$ cat src/verilog/g729Pkg.sv
package g729Pkg;

	////////////////////////////////////////////////////////////
	// Fixed-point formats
	////////////////////////////////////////////////////////////

	// Speech sample or filter coefficient, Q15
	typedef logic signed [15:0] word16_t;

	// Accumulator value
	typedef logic signed [31:0] word32_t;

	// Scratch memory word
	// Samples sit in the low half, sums fill the whole word
	typedef union packed
	{
		word32_t full;
		struct packed
		{
			word16_t hi;
			word16_t lo;
		} half;
	} memWord_t;

	////////////////////////////////////////////////////////////
	// Memory map and vector length
	////////////////////////////////////////////////////////////

	// 2048-word scratch space
	localparam int ADDR_W = 11;

	// Subframe length
	localparam int L_SUB = 40;

	// Region bases, word addresses
	localparam logic [ADDR_W-1:0] X_BASE = 11'd0;
	localparam logic [ADDR_W-1:0] H_BASE = 11'd64;
	localparam logic [ADDR_W-1:0] Y_BASE = 11'd128;

	// Saturation limits of the 32-bit operators
	localparam word32_t MAX_32 = 32'sh7fff_ffff;
	localparam word32_t MIN_32 = 32'sh8000_0000;

endpackage
$ cat src/verilog/lMac.sv
module lMac
(
	input g729Pkg::word16_t a,
	input g729Pkg::word16_t b,
	input g729Pkg::word32_t acc,
	output g729Pkg::word32_t sum
);
	import g729Pkg::*;

	// Plain 16x16 product
	word32_t rawProduct;
	// L_mult result
	word32_t product;
	// Sign-extended sum, one guard bit
	logic [32:0] wideSum;

	////////////////////////////////////////////////////////////
	// L_mult
	////////////////////////////////////////////////////////////

	always_comb
	begin
		// Both operands signed, full 32-bit context
		rawProduct = a * b;

		// Only -32768 * -32768 overflows when doubled
		if (a == 16'sh8000 && b == 16'sh8000)
		begin
			product = MAX_32;
		end
		else
		begin
			product = {rawProduct[30:0], 1'b0};
		end
	end

	////////////////////////////////////////////////////////////
	// L_add
	////////////////////////////////////////////////////////////

	always_comb
	begin
		wideSum = {acc[31], acc} + {product[31], product};

		// Guard bit disagrees with sign bit on overflow
		if (wideSum[32] != wideSum[31])
		begin
			// Guard bit holds the true sign
			sum = wideSum[32] ? MIN_32 : MAX_32;
		end
		else
		begin
			sum = wideSum[31:0];
		end
	end

endmodule

$ cat config.mk
export PLATFORM = sky130hd
export DESIGN_NAME = lMac
export DESIGN_NICKNAME = d
export VERILOG_FILES = /design/src/verilog/g729Pkg.sv /design/src/verilog/lMac.sv
export SDC_FILE = /design/constraint.sdc
export NUM_CORES = 1
export LEC_CHECK = 0
export BUFFER_PORTS_ARGS = -buffer_cell sky130_fd_sc_hd__buf_2
export CORE_MARGIN = 2
export CORE_UTILIZATION = 50
export DETAILED_ROUTE_END_ITERATION = 8
export PLACE_DENSITY = 0.68
export SETUP_SLACK_MARGIN = 0.15
export SYNTH_ARGS = -nofsm -noshare
export SYNTH_HDL_FRONTEND = slang
export SYNTH_SLANG_ARGS = --single-unit
$ cat constraint.sdc
create_clock -name vclk -period 9.9
set_input_delay 0.99 -clock vclk [all_inputs]
set_output_delay 0.99 -clock vclk [all_outputs]
set_load 0.05 [all_outputs]
# Word level (Yosys, flattened, before mapping)
# Index checks and enable logic that the tools add are counted.
# Widths: inputs -> output; s select.
# word_totals
register_bits,0
out_inout_bits,32
wordCells,9
# classes
addsub,1
multipliers,1
n_eq_ne,3
n_mux,3
n_reduce_logical,1
# ops
op,n
$mux 32,3
$add 32x32->33,1
$eq 16x16->1 const B,2
$mul 16x16->31,1
$logic_and 1x1->1,1
$ne 1x1->1,1

# Depth between registers and ports, before layout
# logic_depth
word_depth,6
ltp_mapped,34

# Worst setup path after synthesis
# Ideal clock, no wire load.
# synth_timing
path_kind,input to output
from,input port b[7]
to,output port sum[30]
t_arrival_ns,9.047
setup_slack_ns,-0.137
cell_stages,32
n_path_buf,3
cell_sequence,clkbuf_1 -> clkbuf_1 -> nand2_1 -> fa_1 -> inv_1 -> fa_1 -> inv_1 -> fa_1 -> inv_1 -> fa_1 -> fa_1 -> inv_1 -> fa_1 -> inv_1 -> ha_1 -> and4_1 -> a221o_1 -> o21ai_0 -> nand2b_1 -> a21oi_1 -> o21ai_0 -> mux2_2 -> ha_1 -> buf_2 -> nand2_1 -> nor3_1 -> nand4_1 -> a21oi_2 -> nor3_2 -> o21ai_2 -> nor2_4 -> o21ai_0
# synth_between
elab_chain_cells,6
# synth_rtl
element,line_no,rtl
start: declaration,lMac.sv:4,"input g729Pkg::word16_t b,"
"parallel branches: the longest is 2 deep, another holds $mul 16x16->31",-,
$mux 32 *,lMac.sv:27,if (a == 16'sh8000 && b == 16'sh8000)
$add 32x32->33 *,lMac.sv:43,"wideSum = {acc[31], acc} + {product[31], product};"
$mux 32 or $ne 1x1->1 (tied branches),"lMac.sv:49, lMac.sv:46",
$mux 32 *,lMac.sv:46,if (wideSum[32] != wideSum[31])
end: declaration,lMac.sv:6,output g729Pkg::word32_t sum
# Mark *: on every way between the ends.

# Worst setup path in the final report
# layout_timing
from,input port b[6]
to,output port sum[14]
# Same word-level chain as after synthesis.

==> qor.csv <==
metric,value,unit
final_common_cell,inv_1,
syn_area,0.01191,sq mm
maxSlewHeadroom,36.96,%
placedInstanceArea,0.01285,sq mm
synthDistinctLibCells,62,
yosys-top-cells-area,"fa_1 43%, ha_1 12%, inv_1 9.4%",
grt_overflow_total,0,
syn_nets,1821,
critPathRequiredTime,8.91,ns
clock_buffers,0,
slowest_stage,fa_1,
grt_use_total,24.02,%
num_vias,9673,
hpwl,25040,microns
syn_to_final_growth,15.43,%
core,0.02340,sq mm
grt_max_degree,29,
seq_cells,0,
drc_errors,0,
rows,56,
portBuffers,96,
seqCellArea,0,sq um
crit_buf_inv,7,
hold_path_depth,5,
worstHoldStart,acc[0],
crit_fanout,17,
fp.dieH,158.3,microns
rsz0062_at_grt,false,
timing.critical_path.mode_cell,fa_1,
post-route-min-period,9.539,ns
grt_pass1_wl,47820,microns
die_w,158.3,microns
setup_viol,0,
antenna_found_initial,0,
netlist.area_leader.share,43.22,%
drive_gt1_share,16.78,%
critical-path-top-delay-family,adder cells,
die_area,0.02506,sq mm
max_cap_violations,0,
ioPinCount,96,
end_kind,primary output,
synth_top_area_cell,fa_1,
wl_per_cell,16.36,microns
final_nets,1926,
drt_pre_antenna_iters,5,
finalHoldViolCount,0,
max_slew.worst_pin.slew,0.9456,ns
place_congestion,0.8702,
stdcell_area,0.01374,sq mm
max_stage_delay,0.52,ns
maxSlewViolCount,0,
holdPathEnd,sum[0],
initialDrtViolationCount,482,
startpoint_type,input port,
cts_hold_buf,0,
cp-startpoint,b[6],
post-route-period-util,96.35,%
grt_pass1_vias,9703,
mostFrequentLayoutCells,"299 x inv_1, 253 x fa_1, 168 x nand2_1, 127 x and2_1, 98 x ha_1",
wl,29590,microns
synth_seq_area_share,0,%
syn_avg_cell_area,8.583,sq um
via_per_inst,5.347,
holdCritPathClass,input port to primary output,
status,completed,
start_util,50.87,%
worstSetupPathType,input port to primary output,
arrival,8.55,ns
syn-instance-count,1387,
diodes,0,
detail-route-antenna-nets,0,
fmax,104.8,MHz
yosysWarnings,0,
[cell usage after synthesis, types with 4 or more instances]
| cell | n |
|---|---|
| a211o_1 | 9 |
| a211oi_1 | 8 |
| a21boi_0 | 5 |
| a21o_1 | 15 |
| a21oi_1 | 51 |
| a21oi_2 | 20 |
| a31oi_1 | 10 |
| and2_1 | 128 |
| and3_1 | 4 |
| and4_1 | 5 |
| buf_2 | 5 |
| clkbuf_1 | 42 |
| fa_1 | 257 |
| ha_1 | 113 |
| inv_1 | 299 |
| maj3_1 | 5 |
| nand2_1 | 171 |
| nand2b_1 | 18 |
| nand3_1 | 7 |
| nand4_1 | 7 |
| nor2_1 | 30 |
| nor3_1 | 8 |
| nor4_1 | 11 |
| o211ai_1 | 5 |
| o21a_1 | 4 |
| o21ai_0 | 31 |
| o21bai_1 | 6 |
| or3_1 | 5 |
| xnor2_1 | 36 |
| xor2_1 | 24 |
[layer usage]
| metal | global-route usage (%) | vias to the layer above | share of wire, % |
|---|---|---|---|
| met2 | 43.87 | 189 | 53 |
| met4 | 4.033 | 0 | 1.9 |
| met3 | 0.8438 | 38 | 3.0 |
| li1 | - | 4518 | - |
| met1 | 32.41 | 4928 | 42 |
| met5 | 0 | - | 0 |
[cell type report]
class	count	area (sq um)
Multi-Input combinational cell	1039	11020
Timing Repair Buffer	151	1196
Tap cell	319	399.1
Inverter	300	1126
Fill cell	2139	9661
[logic make-up after synthesis]
logic type,Yosys count,synth area share [%]
AOI/OAI and AO/OA,189,10.97
xor gates and xnor gates,60,4.414
adders and majority gates,375,55.51
buffers and inverters,351,11.34
muxes,2,0.1892
and+or+nand+nor,410,17.57
[how the worst max path moves through the flow]
stage / endpoint / slack (ns) / depth (start not counted)
6_report: sum[14] / 0.36 / 32
2_1_floorplan: sum[0] / 0.13 / 32
3_3_place_gp: sum[1] / 0.06 / 31
4_1_cts: sum[0] / 0.10 / 31
3_5_place_dp: sum[0] / -0.18 / 31
5_1_grt: sum[13] / 0.07 / 34
[per-stage QoR]
| step | setup WS (ns) | hold slack [ns] | cells | utilization, % | TNS, ns |
|---|---|---|---|---|---|
| 6_report | 0.3612 | 2.534 | 1809 | 58.72 | 0 |
| 5_1_grt | 0.07012 | 2.559 | 1809 | 58.72 | 0 |
| 4_1_cts | 0.1009 | 2.593 | 1791 | 55.28 | 0 |
| 3_5_place_dp | -0.1754 | 2.592 | 1788 | 54.93 | -3.185 |
| 3_3_place_gp | 0.05987 | 2.568 | 1788 | 54.93 | 0 |
| 2_1_floorplan | 0.1282 | 2.454 | 1387 | - | 0 |
[worst min-delay path, stage by stage]
cell	delay, ns
buf_2	0.08
ha_1	0.12
inv_1	0.06
a21oi_4	0.12
buf_6	0.16
[repair_timing]
action	4_1_cts	5_1_grt
pin swaps	2	28
resized for setup	11	171
setup buffers	3	15
endpoints found under the setup margin	31	32
gates cloned	0	3
Power is left out: the tool's default activity adds up to more than one toggle a clock period on the data nets, which glitch-free logic cannot reach.
