### src/verilog/g729Pkg.sv
package g729Pkg;

	////////////////////////////////////////////////////////////
	// Fixed-point formats
	////////////////////////////////////////////////////////////

	// Speech sample or filter coefficient, Q15
	typedef logic signed [15:0] word16_t;

	// Accumulator value
	typedef logic signed [31:0] word32_t;

	// Scratch memory word
	// Samples sit in the low half, sums fill the whole word
	typedef union packed
	{
		word32_t full;
		struct packed
		{
			word16_t hi;
			word16_t lo;
		} half;
	} memWord_t;

	////////////////////////////////////////////////////////////
	// Memory map and vector length
	////////////////////////////////////////////////////////////

	// 2048-word scratch space
	localparam int ADDR_W = 11;

	// Subframe length
	localparam int L_SUB = 40;

	// Region bases, word addresses
	localparam logic [ADDR_W-1:0] X_BASE = 11'd0;
	localparam logic [ADDR_W-1:0] H_BASE = 11'd64;
	localparam logic [ADDR_W-1:0] Y_BASE = 11'd128;

	// Saturation limits of the 32-bit operators
	localparam word32_t MAX_32 = 32'sh7fff_ffff;
	localparam word32_t MIN_32 = 32'sh8000_0000;

endpackage
### src/verilog/convolve.sv
module convolve
(
	input logic clk,
	input logic reset,
	input logic start,
	output logic busy,
	output logic done,
	output logic [g729Pkg::ADDR_W-1:0] memAddr,
	output logic memWrite,
	output g729Pkg::memWord_t memWriteData,
	input g729Pkg::memWord_t memReadData,
	output g729Pkg::word16_t macA,
	output g729Pkg::word16_t macB,
	output g729Pkg::word32_t macAcc,
	input g729Pkg::word32_t macSum
);
	import g729Pkg::*;

	// FSM encoding
	localparam logic [2:0] STATE_IDLE = 3'd0;
	localparam logic [2:0] STATE_LOOP = 3'd1;
	localparam logic [2:0] STATE_FETCH = 3'd2;
	localparam logic [2:0] STATE_ACCUMULATE = 3'd3;
	localparam logic [2:0] STATE_STORE = 3'd4;

	logic [2:0] state;
	logic [2:0] nextState;

	// Outer counter, output index
	logic [$clog2(L_SUB)-1:0] n;
	// Inner counter, product index
	logic [$clog2(L_SUB)-1:0] i;
	// Step within one fetch
	logic [1:0] phase;

	// Counter strobes from the FSM
	logic nReset;
	logic nInc;
	logic iReset;
	logic iInc;
	logic phaseReset;
	logic phaseInc;

	// Datapath strobes
	logic captureX;
	logic captureH;
	logic accClear;
	logic accLoad;
	logic launch;
	logic finish;

	// Operand registers and running sum
	word16_t xSample;
	word16_t hSample;
	word32_t acc;

	////////////////////////////////////////////////////////////
	// State and counter flops
	////////////////////////////////////////////////////////////

	always_ff @(posedge clk)
	begin
		if (reset)
			state <= STATE_IDLE;
		else
			state <= nextState;
	end

	always_ff @(posedge clk)
	begin
		if (reset || nReset)
			n <= '0;
		else if (nInc)
			n <= n + 1'b1;
	end

	always_ff @(posedge clk)
	begin
		if (reset || iReset)
			i <= '0;
		else if (iInc)
			i <= i + 1'b1;
	end

	always_ff @(posedge clk)
	begin
		if (reset || phaseReset)
			phase <= '0;
		else if (phaseInc)
			phase <= phase + 1'b1;
	end

	////////////////////////////////////////////////////////////
	// Next state, memory port and strobes
	////////////////////////////////////////////////////////////

	always_comb
	begin
		nextState = state;
		nReset = 1'b0;
		nInc = 1'b0;
		iReset = 1'b0;
		iInc = 1'b0;
		phaseReset = 1'b0;
		phaseInc = 1'b0;
		captureX = 1'b0;
		captureH = 1'b0;
		accClear = 1'b0;
		accLoad = 1'b0;
		launch = 1'b0;
		finish = 1'b0;
		memAddr = '0;
		memWrite = 1'b0;
		memWriteData = '0;

		case (state)
			STATE_IDLE:
			begin
				// Hold n at zero until started
				nReset = 1'b1;
				if (start)
				begin
					launch = 1'b1;
					nextState = STATE_LOOP;
				end
			end

			STATE_LOOP:
			begin
				// New output, restart inner loop from i = 0
				iReset = 1'b1;
				phaseReset = 1'b1;
				accClear = 1'b1;
				nextState = STATE_FETCH;
			end

			STATE_FETCH:
			begin
				case (phase)
					2'd0:
					begin
						// x[i] address
						memAddr = X_BASE + ADDR_W'(i);
						phaseInc = 1'b1;
					end
					2'd1:
					begin
						// h[n-i] address, x word on the read port
						memAddr = H_BASE + ADDR_W'(n) - ADDR_W'(i);
						captureX = 1'b1;
						phaseInc = 1'b1;
					end
					default:
					begin
						// h word on the read port
						captureH = 1'b1;
						phaseReset = 1'b1;
						nextState = STATE_ACCUMULATE;
					end
				endcase
			end

			STATE_ACCUMULATE:
			begin
				accLoad = 1'b1;
				// Last product of this output when i reaches n
				if (i == n)
				begin
					nextState = STATE_STORE;
				end
				else
				begin
					iInc = 1'b1;
					nextState = STATE_FETCH;
				end
			end

			STATE_STORE:
			begin
				memAddr = Y_BASE + ADDR_W'(n);
				memWrite = 1'b1;
				memWriteData.full = acc;
				if (n == L_SUB - 1)
				begin
					finish = 1'b1;
					nextState = STATE_IDLE;
				end
				else
				begin
					nInc = 1'b1;
					nextState = STATE_LOOP;
				end
			end

			default:
			begin
				nextState = STATE_IDLE;
			end
		endcase
	end

	////////////////////////////////////////////////////////////
	// Operands and accumulator
	////////////////////////////////////////////////////////////

	// Samples come from the low half
	always_ff @(posedge clk)
	begin
		if (captureX)
			xSample <= memReadData.half.lo;
		if (captureH)
			hSample <= memReadData.half.lo;
	end

	always_ff @(posedge clk)
	begin
		if (reset || accClear)
			acc <= '0;
		else if (accLoad)
			acc <= macSum;
	end

	// MAC operands straight from the registers
	assign macA = xSample;
	assign macB = hSample;
	assign macAcc = acc;

	////////////////////////////////////////////////////////////
	// Busy level and done pulse
	////////////////////////////////////////////////////////////

	// Done follows the last write, busy drops with it
	always_ff @(posedge clk)
	begin
		if (reset)
		begin
			busy <= 1'b0;
			done <= 1'b0;
		end
		else
		begin
			done <= finish;
			if (launch)
				busy <= 1'b1;
			else if (finish)
				busy <= 1'b0;
		end
	end

endmodule

### config.mk
export PLATFORM = sky130hd
export DESIGN_NAME = convolve
export DESIGN_NICKNAME = d
export VERILOG_FILES = /design/src/verilog/g729Pkg.sv /design/src/verilog/convolve.sv
export SDC_FILE = /design/constraint.sdc
export NUM_CORES = 1
export LEC_CHECK = 0
export ABC_AREA = 1
export ABC_CLOCK_PERIOD_IN_PS = 7600
export BUFFER_PORTS_ARGS = -buffer_cell sky130_fd_sc_hd__buf_2
export CORE_MARGIN = 2
export CORE_UTILIZATION = 50
export DETAILED_ROUTE_END_ITERATION = 7
export PLACE_DENSITY = 0.95
export SLEW_MARGIN = 20
export SYNTH_ARGS = -nofsm -noshare
export SYNTH_HDL_FRONTEND = slang
export SYNTH_SLANG_ARGS = --single-unit
### constraint.sdc
create_clock -name clk -period 7.6 [get_ports clk]
set_input_delay 0.38 -clock clk [delete_from_list [all_inputs] [get_ports clk]]
set_output_delay 0.38 -clock clk [all_outputs]
set_load 0.1 [all_outputs]
### After elaboration in Yosys (flattened, before gate mapping)

Index checks and enable logic that the tools add are counted.

| storage, ports and cells | value |
|---|---|
| word-level logic and storage cells | 61 |
| register bits | 83 |

| cells by class | value |
|---|---|
| muxes and demuxes | 29 |
| reductions and logical operators | 8 |
| $add $sub $neg | 6 |
| eq/ne operators | 9 |

Operator list:

| kind | number |
|---|---|
| $pmux 11 s2 | 2 |
| $mux 32 | 1 |
| $mux 1 | 21 |
| $pmux 3 s5 | 1 |
| $add 6x1->6 const B | 2 |
| $add 8x6->9 const A | 1 |
| $mux 3 | 3 |
| $sub 8x6->9 | 1 |
| $add 7x6->8 const A | 1 |
| $eq 3x2->1 const B | 2 |
| $eq 6x6->1 | 1 |
| $eq 6x6->1 const B | 1 |
| $ne 2x2->1 const B | 2 |
| $eq 3x1->1 const B | 1 |
| $eq 3x3->1 const B | 1 |
| $logic_not 3->1 | 1 |
| $logic_or 1x1->1 | 3 |
| $add 2x1->2 const B | 1 |
| $eq 2x1->1 const B | 1 |
| $logic_not 2->1 | 1 |
| $pmux 1 s2 | 1 |
| $reduce_and 2->1 | 1 |
| $reduce_bool 2->1 | 1 |
| $reduce_or 2->1 | 1 |

### Logic depth before layout (Yosys ltp)

Gate-level depths: netlist (run 1).

| depth | value |
|---|---|
| depth after elaboration | 5 |
| mapped depth | 11 |

### Least setup slack after synthesis (run 1)

Ideal clock, no wire load.

| timing | value |
|---|---|
| path kind | register -> output |
| from | register state[1] |
| to | output memAddr[2] (netlist name) |
| stages on the path, launching flop included | 6 |
| setup slack | 3.867 ns |
| arrival time | 3.353 ns |
| cells stage by stage | dfxtp_1 > inv_2 > nand2_2 > nor2_4 > inv_2 > o21ai_0 |

| on the way | value |
|---|---|
| cells in the longest elaborated chain, start to end | 2 |

RTL lines:

| what | line | text |
|---|---|---|
| start: declaration | convolve.sv:26 | `logic [2:0] state;` |
| start signal: assignment | convolve.sv:66 | `state <= nextState;` |
| $eq 3x3->1 / $eq 3x2->1 (equally long branches) | convolve.sv:116 | `case (state)` |
| $pmux 11 s2 * | convolve.sv:116 |  |
| end: declaration | convolve.sv:8 | `output logic [g729Pkg::ADDR_W-1:0] memAddr,` |

Every way passes the cells marked *; elsewhere a longest branch is shown, timed or not.

### Final worst setup path (run 1)

| timing | value |
|---|---|
| from | register n[0] |
| to | output memAddr[4] (netlist name) |

| on the way | value |
|---|---|
| cells in the longest elaborated chain, start to end | 4 |

RTL lines:

| what | line | text |
|---|---|---|
| start: declaration | convolve.sv:30 | `logic [$clog2(L_SUB)-1:0] n;` |
| start signal: assignment | convolve.sv:74 | `n <= n + 1'b1;` |
| $add 7x6->8 | convolve.sv:149 | `memAddr = H_BASE + ADDR_W'(n) - ADDR_W'(i);` |
| $sub 8x6->9 | convolve.sv:149 |  |
| $pmux 11 s2 | convolve.sv:139 | `case (phase)` |
| $pmux 11 s2 * | convolve.sv:116 |  |

Marked as above.

==> impl_metrics.toml, run 1 <==
[timing]
final_count_of_hold_timing_violations = 0
max_slew_margin_pct = 49.13
finalSetupTns_ns = 0
unrepaired_setup_endpoints_after_global_routing = "no"
timing.final.setup_violations = 0
timing.final.max_slew_violations = 0
fin_skew_ns = 0.007549
timing_worst_slew_pin_value_ns = 0.7631
fmax_mhz = 340.3
timing.final.crit_period_ns = 2.939
post-route-period-util_pct = 38.67

[global_route]
track_usage_pct = 21.13
grt_antenna_before_repair = 0
grt_first_pass_wirelength_um = 14120
via_count_of_the_first_global_routing_pass = 3143
grt_overflow_total = 0
pin_count_of_the_biggest_net_entering_global_routing = 66

[floorplan]
placeableCoreArea_um2 = 7253
num_rows = 31
ioPinCount = 177
design.die.area_um2 = 8232
dieHeight_um = 90.73
die-width_um = 90.73
initial_core_util_pct = 51.85

[power_and_ir_drop]
power.static_leakage_nw = 2.092
p_per_area_nw_per_um2 = 210.6
ir_drop_mv = 0.1267

[clocking]
cts_root_buffer = "sky130_fd_sc_hd__clkbuf_8"
tritoncts.num_buffers = 9
ctsHtreeMaxLevel = 3
clkTransAtPathRegs_ns = 0.09
clock_tree.buffer_depth = 2
clkSinkCount = 83
postCtsResizedCells = 0
cts_hold_repair.buffers = 0
cts.repair_timing.setup_buffer_count = 0
insertion_delay_ns = 0.33
clock_tree_from_tritoncts = "done"

[routing]
initialDrtViolationCount = 127
vias_per_cell = 4.951
detail_route.first_pass.iterations = 4
antenna_violating_nets_post_route = 0
wirelength_um = 8724
drc = 0
post_drt_wl_per_cell_um = 13.00
detailroute.via_count = 3322

[placement]
place_congestion = 0.8678
port_buffer_count = 157
dp_hpwl_um = 6598

[min_path]
hold_path.class = "in2reg"

[synthesis]
ys.warnings.count = 0
synthesis.area_um2 = 3761
synthesis.area_per_instance_um2 = 9.129
yosys_register_bits = 83
synthesis.instances = 412
ys_seq_area_share_pct = 52.69
yosysUniqueCellTypes = 34

[cells_and_area]
fin_util_pct = 65.34
layout-drive-gt1-share_pct = 38.46
post_synthesis_to_final_layout_area_growth_pct = 26.01
antenna-diode-count = 0
finalNetCount = 645

[critical_path]
critical_path_peak_fanout = 4
worstPathArrival_ns = 2.56
critical_path_endpoint_category = "primary output"
worstSetupPathType = "reg2out"
crit_path_start_kind = "flop"
critical_path_rt_ns = 7.22

[run]
number_of_maximum_capacitance_violations = 0

[run_status]
run_status = "finished, final reports clean"
==> flip-flops by register name (all words and copies together) (netlist names) <==
name and flops:
done 1, macAcc 32, state 3, phase 2, n 6, i 6
macA 16, macB 16, busy 1
==> layout by cell type (no fill, tap or decap), types with 12 or more instances in the layout <==
master	netlist	layout
sky130_fd_sc_hd__a21oi_1	33	33
sky130_fd_sc_hd__a21oi_2	14	14
sky130_fd_sc_hd__buf_2	4	157
sky130_fd_sc_hd__dfxtp_1	51	51
sky130_fd_sc_hd__edfxtp_1	32	32
sky130_fd_sc_hd__inv_1	62	62
sky130_fd_sc_hd__nand2_1	50	50
sky130_fd_sc_hd__nor2_1	48	48
sky130_fd_sc_hd__o21ai_0	20	20
sky130_fd_sc_hd__o21ai_1	12	12
sky130_fd_sc_hd__o21ai_2	14	14
==> metrics by stage <==
step	setup slack, ns	cell area [µm²]	power [mW]	instances	hold slack [ns]
3_3_place_gp	5.101	4558	0.7113	655	0.4496
2_1_floorplan	3.867	3769	0.6814	414	0.4491
4_1_cts	4.677	4740	1.003	671	0.2237
6_report	4.661	4740	0.9983	671	0.2374
3_5_place_dp	5.053	4558	0.7170	655	0.4529
5_1_grt	4.466	4740	1.038	671	0.2107
==> critical path: stages (launching register included) <==
cell and delay (ns):
sky130_fd_sc_hd__dfxtp_1 0.35, sky130_fd_sc_hd__inv_1 0.15, sky130_fd_sc_hd__ha_1 0.19, sky130_fd_sc_hd__inv_1 0.08
sky130_fd_sc_hd__fa_1 0.41, sky130_fd_sc_hd__nand3_1 0.10, sky130_fd_sc_hd__nand2_1 0.06, sky130_fd_sc_hd__nand2_1 0.08
sky130_fd_sc_hd__nand2_1 0.05, sky130_fd_sc_hd__o21ai_0 0.15, sky130_fd_sc_hd__nand2_1 0.07, sky130_fd_sc_hd__o21ai_0 0.08
sky130_fd_sc_hd__buf_2 0.46
==> cells in the mapped netlist <==
cell	n	area, µm²
sky130_fd_sc_hd__nand2_4	2	22.52
sky130_fd_sc_hd__fa_1	1	20.02
sky130_fd_sc_hd__o221ai_1	1	8.760
sky130_fd_sc_hd__o21ai_1	12	60.06
sky130_fd_sc_hd__xor2_1	5	43.79
sky130_fd_sc_hd__nor3_1	3	15.01
sky130_fd_sc_hd__dfxtp_1	51	1021
sky130_fd_sc_hd__o211ai_1	1	7.510
sky130_fd_sc_hd__inv_2	5	18.77
sky130_fd_sc_hd__buf_4	5	37.54
sky130_fd_sc_hd__nand3_2	2	20.02
sky130_fd_sc_hd__nor4_2	1	12.51
sky130_fd_sc_hd__a21oi_1	33	165.2
sky130_fd_sc_hd__o21ai_0	20	100.1
sky130_fd_sc_hd__inv_4	2	12.51
sky130_fd_sc_hd__xnor2_1	1	8.760
sky130_fd_sc_hd__o21a_1	1	7.510
sky130_fd_sc_hd__and3_1	1	6.260
sky130_fd_sc_hd__a31oi_1	1	6.260
sky130_fd_sc_hd__edfxtp_1	32	960.9
sky130_fd_sc_hd__nand3_1	10	50.05
sky130_fd_sc_hd__nor2_1	48	180.2
sky130_fd_sc_hd__nand2_1	50	187.7
sky130_fd_sc_hd__clkbuf_1	1	3.750
sky130_fd_sc_hd__conb_1	1	3.750
sky130_fd_sc_hd__inv_1	62	232.7
sky130_fd_sc_hd__buf_6	7	78.83
sky130_fd_sc_hd__o21ai_2	14	122.6
sky130_fd_sc_hd__nand4_1	5	31.28
sky130_fd_sc_hd__buf_2	4	20.02
sky130_fd_sc_hd__nor2_4	2	22.52
sky130_fd_sc_hd__a21oi_2	14	122.6
sky130_fd_sc_hd__ha_1	10	125.1
sky130_fd_sc_hd__nand2_2	4	25.02
==> cell families (layout without fill, tap and decap cells) <==
family | Yosys count | count (layout) | synth area share, %
buffers and inverters | 86 | 244 | 10.75
and+or+nand+nor | 128 | 128 | 15.24
xor gates and xnor gates | 6 | 6 | 1.397
DFF | 83 | 83 | 52.69
other | 1 | 3 | 0.09970
AOI/OAI and AO/OA | 97 | 97 | 15.97
adders and majority gates | 11 | 11 | 3.859
==> report_power, final <==
part / switching, mW / internal [mW]
sequential: 0.00898 / 0.478
clock: 0.152 / 0.139
combinational: 0.177 / 0.0437
==> cell type report <==
cell class | instances | area (µm²)
Multi-Input combinational cell | 245 | 1388
Clock inverter | 4 | 25.02
Tap cell | 99 | 123.9
Sequential cell | 83 | 1982
Fill cell | 566 | 2514
Inverter | 69 | 264.0
Clock buffer | 12 | 156.4
Timing Repair Buffer | 159 | 800.8
==> layer usage <==
layer | GRT usage, % | vias up | part of all wire, %
li1 | - | 1640 | -
met1 | 26.24 | 1510 | 42
met2 | 35.70 | 155 | 49
met3 | 4.174 | 17 | 6.7
met4 | 9.231 | 0 | 1.7
met5 | 0 | - | 0
==> path summary, 6_finish.rpt <==
path / from / slack, ns / depth (start not counted) / endpoint
hold reg to reg: busy / 0.47 / 2 / busy
hold / removal: memReadData[1] / 0.24 / 1 / macA[1]
setup / recovery: n[0] / 4.66 / 12 / memAddr[4]
setup reg to reg: i[2] / 5.78 / 9 / i[5]
No activity file was read; power rests on OpenSTA's default activity.
==> inputs of run 2 (changes only) <==
--- a/config.mk
+++ b/config.mk
@@ -6,12 +6,12 @@
 export NUM_CORES = 1
 export LEC_CHECK = 0
 export ABC_AREA = 1
-export ABC_CLOCK_PERIOD_IN_PS = 7600
+export ABC_CLOCK_PERIOD_IN_PS = 2500
 export BUFFER_PORTS_ARGS = -buffer_cell sky130_fd_sc_hd__buf_2
 export CORE_MARGIN = 2
-export CORE_UTILIZATION = 50
+export CORE_UTILIZATION = 42
 export DETAILED_ROUTE_END_ITERATION = 7
-export PLACE_DENSITY = 0.95
+export PLACE_DENSITY = 0.86
 export SLEW_MARGIN = 20
 export SYNTH_ARGS = -nofsm -noshare
 export SYNTH_HDL_FRONTEND = slang
==> constraint.sdc (replaced) <==
create_clock -name clk -period 2.5 [get_ports clk]
set_input_delay 0.125 -clock clk [delete_from_list [all_inputs] [get_ports clk]]
set_output_delay 0.125 -clock clk [all_outputs]
set_load 0.1 [all_outputs]
==> run 2 against run 1 <==
Net effect: routed wire length increased by 5.6%; utilization is 6.9 points lower; sequential power rose to 3.0 times the previous value; die area increased by 18%; worst hold slack worse by 0.21 ns; largest power group unchanged.
==> impl_metrics.toml, run 2 (synthesis gave the netlist of run 1 again) <==
[timing]
post-route-period-util_pct = 92.83
finalSetupTns_ns = 0
timing.final.max_slew_violations = 0
fin_skew_ns = 0.01239
max_slew_margin_pct = 60.80
timing_worst_slew_pin_value_ns = 0.5880
timing.final.crit_period_ns = 2.321
final_count_of_hold_timing_violations = 0
unrepaired_setup_endpoints_after_global_routing = "no"
timing.final.setup_violations = 0
fmax_mhz = 430.9

[routing]
antenna_violating_nets_post_route = 0
drc = 0
wirelength_um = 9212
initialDrtViolationCount = 126
detail_route.first_pass.iterations = 4
vias_per_cell = 4.797
detailroute.via_count = 3348
post_drt_wl_per_cell_um = 13.20

[cells_and_area]
post_synthesis_to_final_layout_area_growth_pct = 35.50
layout-drive-gt1-share_pct = 44.92
seq_area_um2 = 1988
largest_reg_flops = 32
antenna-diode-count = 0
final-instance-count-excl-fill = 698
finalNetCount = 663
fillerInstances = 719
fin_util_pct = 58.44
multi_input_area_um2 = 1483
mostFrequentLayoutCell = "sky130_fd_sc_hd__buf_2"
most-common-layout-cells = "sky130_fd_sc_hd__buf_2, sky130_fd_sc_hd__inv_1, sky130_fd_sc_hd__nand2_1"

[power_and_ir_drop]
ir_drop_mv = 0.3516
power.static_leakage_nw = 2.193
swShare_pct = 33.56
power_mw = 3.158
switching_power_mw = 1.060
power.share.combinational_pct = 22.3
seq_power_share_pct = 46.9
p_int_mw = 2.098
part_of_the_total_power_dissipated_in_the_clock_network_pct = 30.8
p_per_area_nw_per_um2 = 619.7

[clocking]
clkTransAtPathRegs_ns = 0.09
clock_tree.buffer_depth = 2
clock_tree_from_tritoncts = "done"
clkSinkCount = 83
tritoncts.num_buffers = 9
insertion_delay_ns = 0.35
cts_root_buffer = "sky130_fd_sc_hd__clkbuf_8"
ctsHtreeMaxLevel = 3

[critical_path]
slowest_delay_ns = 0.49
timing.critical_path.mode_cell = "sky130_fd_sc_hd__nand2_1"
worstPathCellList = "ha_1 > nand2_1 > nor2_1 > o21ai_0 > nand2_1 > o21ai_0 > nand2_1 > o21ai_1 > buf_6"
critical_path_rt_ns = 2.38
worstSetupPathType = "reg2out"
worstPathArrival_ns = 2.20
critical_path_peak_fanout = 6
critical_path_endpoint_category = "primary output"
crit_path_start_kind = "flop"
worst_path_max_delay_cell = "sky130_fd_sc_hd__dfxtp_1"

[floorplan]
placeableCoreArea_um2 = 8721
die-width_um = 98.63
initial_core_util_pct = 43.13
num_rows = 34
ioPinCount = 177
design.die.area_um2 = 9728
dieHeight_um = 98.63

[global_route]
grt_first_pass_wirelength_um = 14840
via_count_of_the_first_global_routing_pass = 3249
grt_overflow_total = 0
pin_count_of_the_biggest_net_entering_global_routing = 38
grt_antenna_before_repair = 0
track_usage_pct = 18.85

[min_path]
hold_path.class = "in2reg"

[placement]
place_congestion = 0.9035
dp_hpwl_um = 7011
port_buffer_count = 157
placedCellCount = 666

[run]
number_of_maximum_capacitance_violations = 0

[run_status]
run_status = "finished, final reports clean"
run 2: cell count changes in the layout (fill, tap and decap cells not counted), sizes merged:
cell and delta:
clkinv -1, inv +2, buf +1, dlygate4sd3 +16
run 2: layout make-up:
type                    instances  share of cell area (%)
inverters                      69                   5.279
clock inverters                 5                  0.7366
clock buffers                  11                   3.413
well taps                     108                   2.652
flip-flops and latches         83                   39.01
repair buffers                177                   19.81
multi-input cells             245                   29.09
run 2: worst max-delay path, delay by kind of cell (launching register included):
| kind | cells | cell delay (ns) |
|---|---|---|
| flops | 1 | 0.49 |
| simple gates | 4 | 0.34 |
| fa+ha+maj | 1 | 0.34 |
| buf+inv | 1 | 0.25 |
| compound gates | 3 | 0.43 |
run 2: final timing paths:
kind / cells past startpoint / start / slack, ns / endpoint
worst min register to register: 2 / busy / 0.47 / busy
worst max register to register: 9 / i[3] / 0.65 / i[3]
worst min-delay path: 3 / macSum[0] / 0.03 / macAcc[0]
worst max-delay path: 9 / n[2] / 0.18 / memAddr[3]
run 2: what timing repair did:
action / CTS / global route
hold buffers: 16 / 0
gates resized for setup: 3 / 12
endpoints found under the hold margin: 32 / 0
setup endpoints to repair: 3 / 5
setup buffers: 0 / 0
run 2: power groups by stage:
stage / combinational (mW) / clock, mW / sequential (mW)
3_5_place_dp: 0.687 / 0 / 1.51
5_1_grt: 0.748 / 1.06 / 1.49
4_1_cts: 0.707 / 1.01 / 1.48
6_report: 0.703 / 0.973 / 1.48
3_3_place_gp: 0.671 / 0 / 1.51
2_1_floorplan: 0.295 / 0 / 1.79
run 2: stage by stage:
stage / worst slack [ns] / hold WS (ns) / area [µm²]
finish: 0.1793 / 0.03089 / 5096
global route: 0.002675 / 0.02052 / 5096
CTS: 0.01673 / 0.01304 / 5072
detailed placement: 0.3631 / 0.3201 / 4696
global placement: 0.3495 / 0.3183 / 4696
floorplan: -0.2945 / 0.1870 / 3865
run 2: per-layer routing:
metal  vias up  wire length [µm]  track usage [%]
met1      1519              3919            22.62
met4         0               212            8.641
met5         -                 0                0
met3        17               616            3.830
met2       133              4462            32.55
li1       1679                 -                -
==> inputs of run 3 (changes only) <==
--- a/config.mk
+++ b/config.mk
@@ -8,9 +8,9 @@
 export ABC_AREA = 1
 export ABC_CLOCK_PERIOD_IN_PS = 2500
 export BUFFER_PORTS_ARGS = -buffer_cell sky130_fd_sc_hd__buf_2
-export CORE_MARGIN = 2
 export CORE_UTILIZATION = 42
 export DETAILED_ROUTE_END_ITERATION = 7
+export GPL_ROUTABILITY_DRIVEN = 0
 export PLACE_DENSITY = 0.86
 export SLEW_MARGIN = 20
 export SYNTH_ARGS = -nofsm -noshare
==> constraint.sdc (replaced) <==
create_clock -name clk -period 2.5 [get_ports clk]
set_input_delay 0.125 -clock clk [delete_from_list [all_inputs] [get_ports clk]]
set_output_delay 0.125 -clock clk [all_outputs]
set_load 0.02 [all_outputs]
==> run 3 against run 2 <==
Net effect: combinational power is 37% lower; total power decreased by 7.5%; final area shrank 2.3%; critical path depth is 3 higher; final cell count is 0.29% higher.
==> impl_metrics.toml, run 3 (synthesis gave the netlist of run 1 again) <==
[critical_path]
worstPathBufferInverterCount = 3
worst_setup_path_startpoint = "n[0]"
crit_path_start_kind = "flop"
critical_path_rt_ns = 2.38
r2r_slack_ns = 0.64
worstPathArrival_ns = 2.15
timing.critical_path.max_delay_family = "adder cells"
reg2reg_to = "i[5]"
critPathCapture = "memAddr[4]"
worstPathCellList = "inv_2 > ha_1 > inv_1 > fa_2 > nand3_1 > nand2_1 > nand2_1 > nand2_1 > o21ai_0 > nand2_1 > o21ai_0 > buf_2"
worst_r2r_path_depth = 9
worstSetupPathType = "reg2out"
critical_path_peak_fanout = 4
slowest_delay_ns = 0.36
r2r_start = "i[3]"
cp.depth = 12
worst_path_max_delay_cell = "sky130_fd_sc_hd__dfxtp_1"
timing.critical_path.mode_cell = "sky130_fd_sc_hd__nand2_1"
critical_path_endpoint_category = "primary output"

[clocking]
tritoncts.num_buffers = 9
cts_root_buffer = "sky130_fd_sc_hd__clkbuf_8"
clkTransAtPathRegs_ns = 0.09
clkSinkCount = 83
cts.repair_timing.setup_buffer_count = 0
insertion_delay_ns = 0.34
ctsHtreeMaxLevel = 3
clock_tree_from_tritoncts = "done"
clock_tree.buffer_depth = 2

[timing]
layout_setup_ws_ns = 0.2270
timing.final.setup_violations = 0
timing.final.max_slew_violations = 0
timing_worst_slew_pin_value_ns = 0.6344
fin_skew_ns = 0.01271
timing.final.crit_period_ns = 2.273
finalSetupTns_ns = 0
unrepaired_setup_endpoints_after_global_routing = "no"
max_slew_margin_pct = 57.64
post-route-period-util_pct = 90.92
fmax_mhz = 439.9
final_count_of_hold_timing_violations = 0

[routing]
antenna_violating_nets_post_route = 0
detail_route.first_pass.iterations = 6
drc = 0
vias_per_cell = 4.814
post_drt_wl_per_cell_um = 12.95
initialDrtViolationCount = 134
detailroute.via_count = 3370
wirelength_um = 9064

[cells_and_area]
finalNetCount = 665
layout-drive-gt1-share_pct = 38.51
final_area_um2 = 4977
largest_reg_flops = 32
fillerInstances = 772
multi_input_area_um2 = 1390
antenna-diode-count = 0
post_synthesis_to_final_layout_area_growth_pct = 32.34
seq_area_um2 = 1983
fin_util_pct = 57.35
mostFrequentLayoutCell = "sky130_fd_sc_hd__buf_2"
most-common-layout-cells = "sky130_fd_sc_hd__buf_2, sky130_fd_sc_hd__inv_1, sky130_fd_sc_hd__nand2_1, sky130_fd_sc_hd__dfxtp_1, sky130_fd_sc_hd__nor2_1"

[power_and_ir_drop]
power.share.combinational_pct = 15.1
p_int_mw = 2.133
ir_drop_mv = 0.3224
switching_power_mw = 0.7867
p_per_area_nw_per_um2 = 586.6
swShare_pct = 26.94
seq_power_share_pct = 50.6
power.static_leakage_nw = 2.190
part_of_the_total_power_dissipated_in_the_clock_network_pct = 34.3

[floorplan]
num_rows = 34
initial_core_util_pct = 43.34
placeableCoreArea_um2 = 8678
design.die.area_um2 = 9337
ioPinCount = 177
dieHeight_um = 96.63
die-width_um = 96.63

[min_path]
hold_path.class = "in2reg"

[global_route]
track_usage_pct = 19.42
pin_count_of_the_biggest_net_entering_global_routing = 38
grt_first_pass_wirelength_um = 14920
via_count_of_the_first_global_routing_pass = 3284
grt_antenna_before_repair = 0
grt_overflow_total = 0

[run]
number_of_maximum_capacitance_violations = 0

[placement]
dp_hpwl_um = 6664
port_buffer_count = 157
postPlaceCellArea_um2 = 4599
post-place-ws_ns = 0.4972

[run_status]
run_status = "finished, final reports clean"
run 3: cell count changes in the layout (fill, tap and decap cells not counted), moves of 3 or more:
cell,delta
sky130_fd_sc_hd__nor2_1,+31
sky130_fd_sc_hd__nor2_2,-31
sky130_fd_sc_hd__buf_2,+5
sky130_fd_sc_hd__dfxtp_1,+4
sky130_fd_sc_hd__dfxtp_2,-4
sky130_fd_sc_hd__o21ai_0,+4
sky130_fd_sc_hd__inv_4,-3
sky130_fd_sc_hd__o21ai_1,-3
run 3: worst min-delay path by stage:
stage	startpoint	to	slack, ns	cells after the start
finish	macSum[8]	macAcc[8]	0.04	3
global route	macSum[29]	macAcc[29]	0.02	3
CTS	macSum[8]	macAcc[8]	0.02	3
detailed placement	memReadData[15]	macA[15]	0.32	1
global placement	memReadData[0]	macA[0]	0.32	1
floorplan	reset	busy	0.19	1
run 3: power groups by stage:
| stage | clock (mW) | sequential [mW] | combinational, mW |
|---|---|---|---|
| finish | 1.00 | 1.48 | 0.440 |
| detailed placement | 0 | 1.51 | 0.422 |
| global route | 1.09 | 1.49 | 0.485 |
| global placement | 0 | 1.51 | 0.407 |
| CTS | 1.04 | 1.48 | 0.443 |
| floorplan | 0 | 1.56 | 0.258 |
run 3: worst reg2reg max path, delay by kind of cell (launching register included):
family                   cells  cell delay, ns
AND/OR/NAND/NOR              4            0.60
flip-flops                   1            0.47
adder cells (fa/ha/maj)      1            0.36
buffers and inverters        3            0.27
AO/OA/AOI/OAI                1            0.05
run 3: routing by layer:
| metal | track usage, % | wire (µm) | up-vias |
|---|---|---|---|
| met5 | 0 | 0 | - |
| li1 | - | - | 1683 |
| met4 | 6.889 | 107 | 0 |
| met2 | 34.18 | 4513 | 142 |
| met3 | 4.263 | 541 | 11 |
| met1 | 23.23 | 3902 | 1534 |
run 3: through the flow:
stage | hold slack [ns] | instances | power (mW)
2_1_floorplan | 0.1941 | 414 | 1.814
3_5_place_dp | 0.3224 | 668 | 1.931
6_report | 0.03907 | 700 | 2.920
3_3_place_gp | 0.3176 | 668 | 1.914
4_1_cts | 0.01589 | 700 | 2.963
5_1_grt | 0.02293 | 700 | 3.064
run 3: final cells by class:
type | count | area share (%)
Clock buffer | 11 | 3.067
Multi-Input combinational cell | 245 | 27.93
Clock inverter | 5 | 1.232
Sequential cell | 83 | 39.84
Timing Repair Buffer | 179 | 19.91
Tap cell | 108 | 2.715
Inverter | 69 | 5.304
run 3: repair_timing:
| item | 4_1_cts | 5_1_grt |
|---|---|---|
| hold buffers | 16 | 0 |
| resized for setup | 0 | 3 |
| endpoints found under the setup margin | 0 | 1 |
| endpoints found under the hold margin | 32 | 0 |
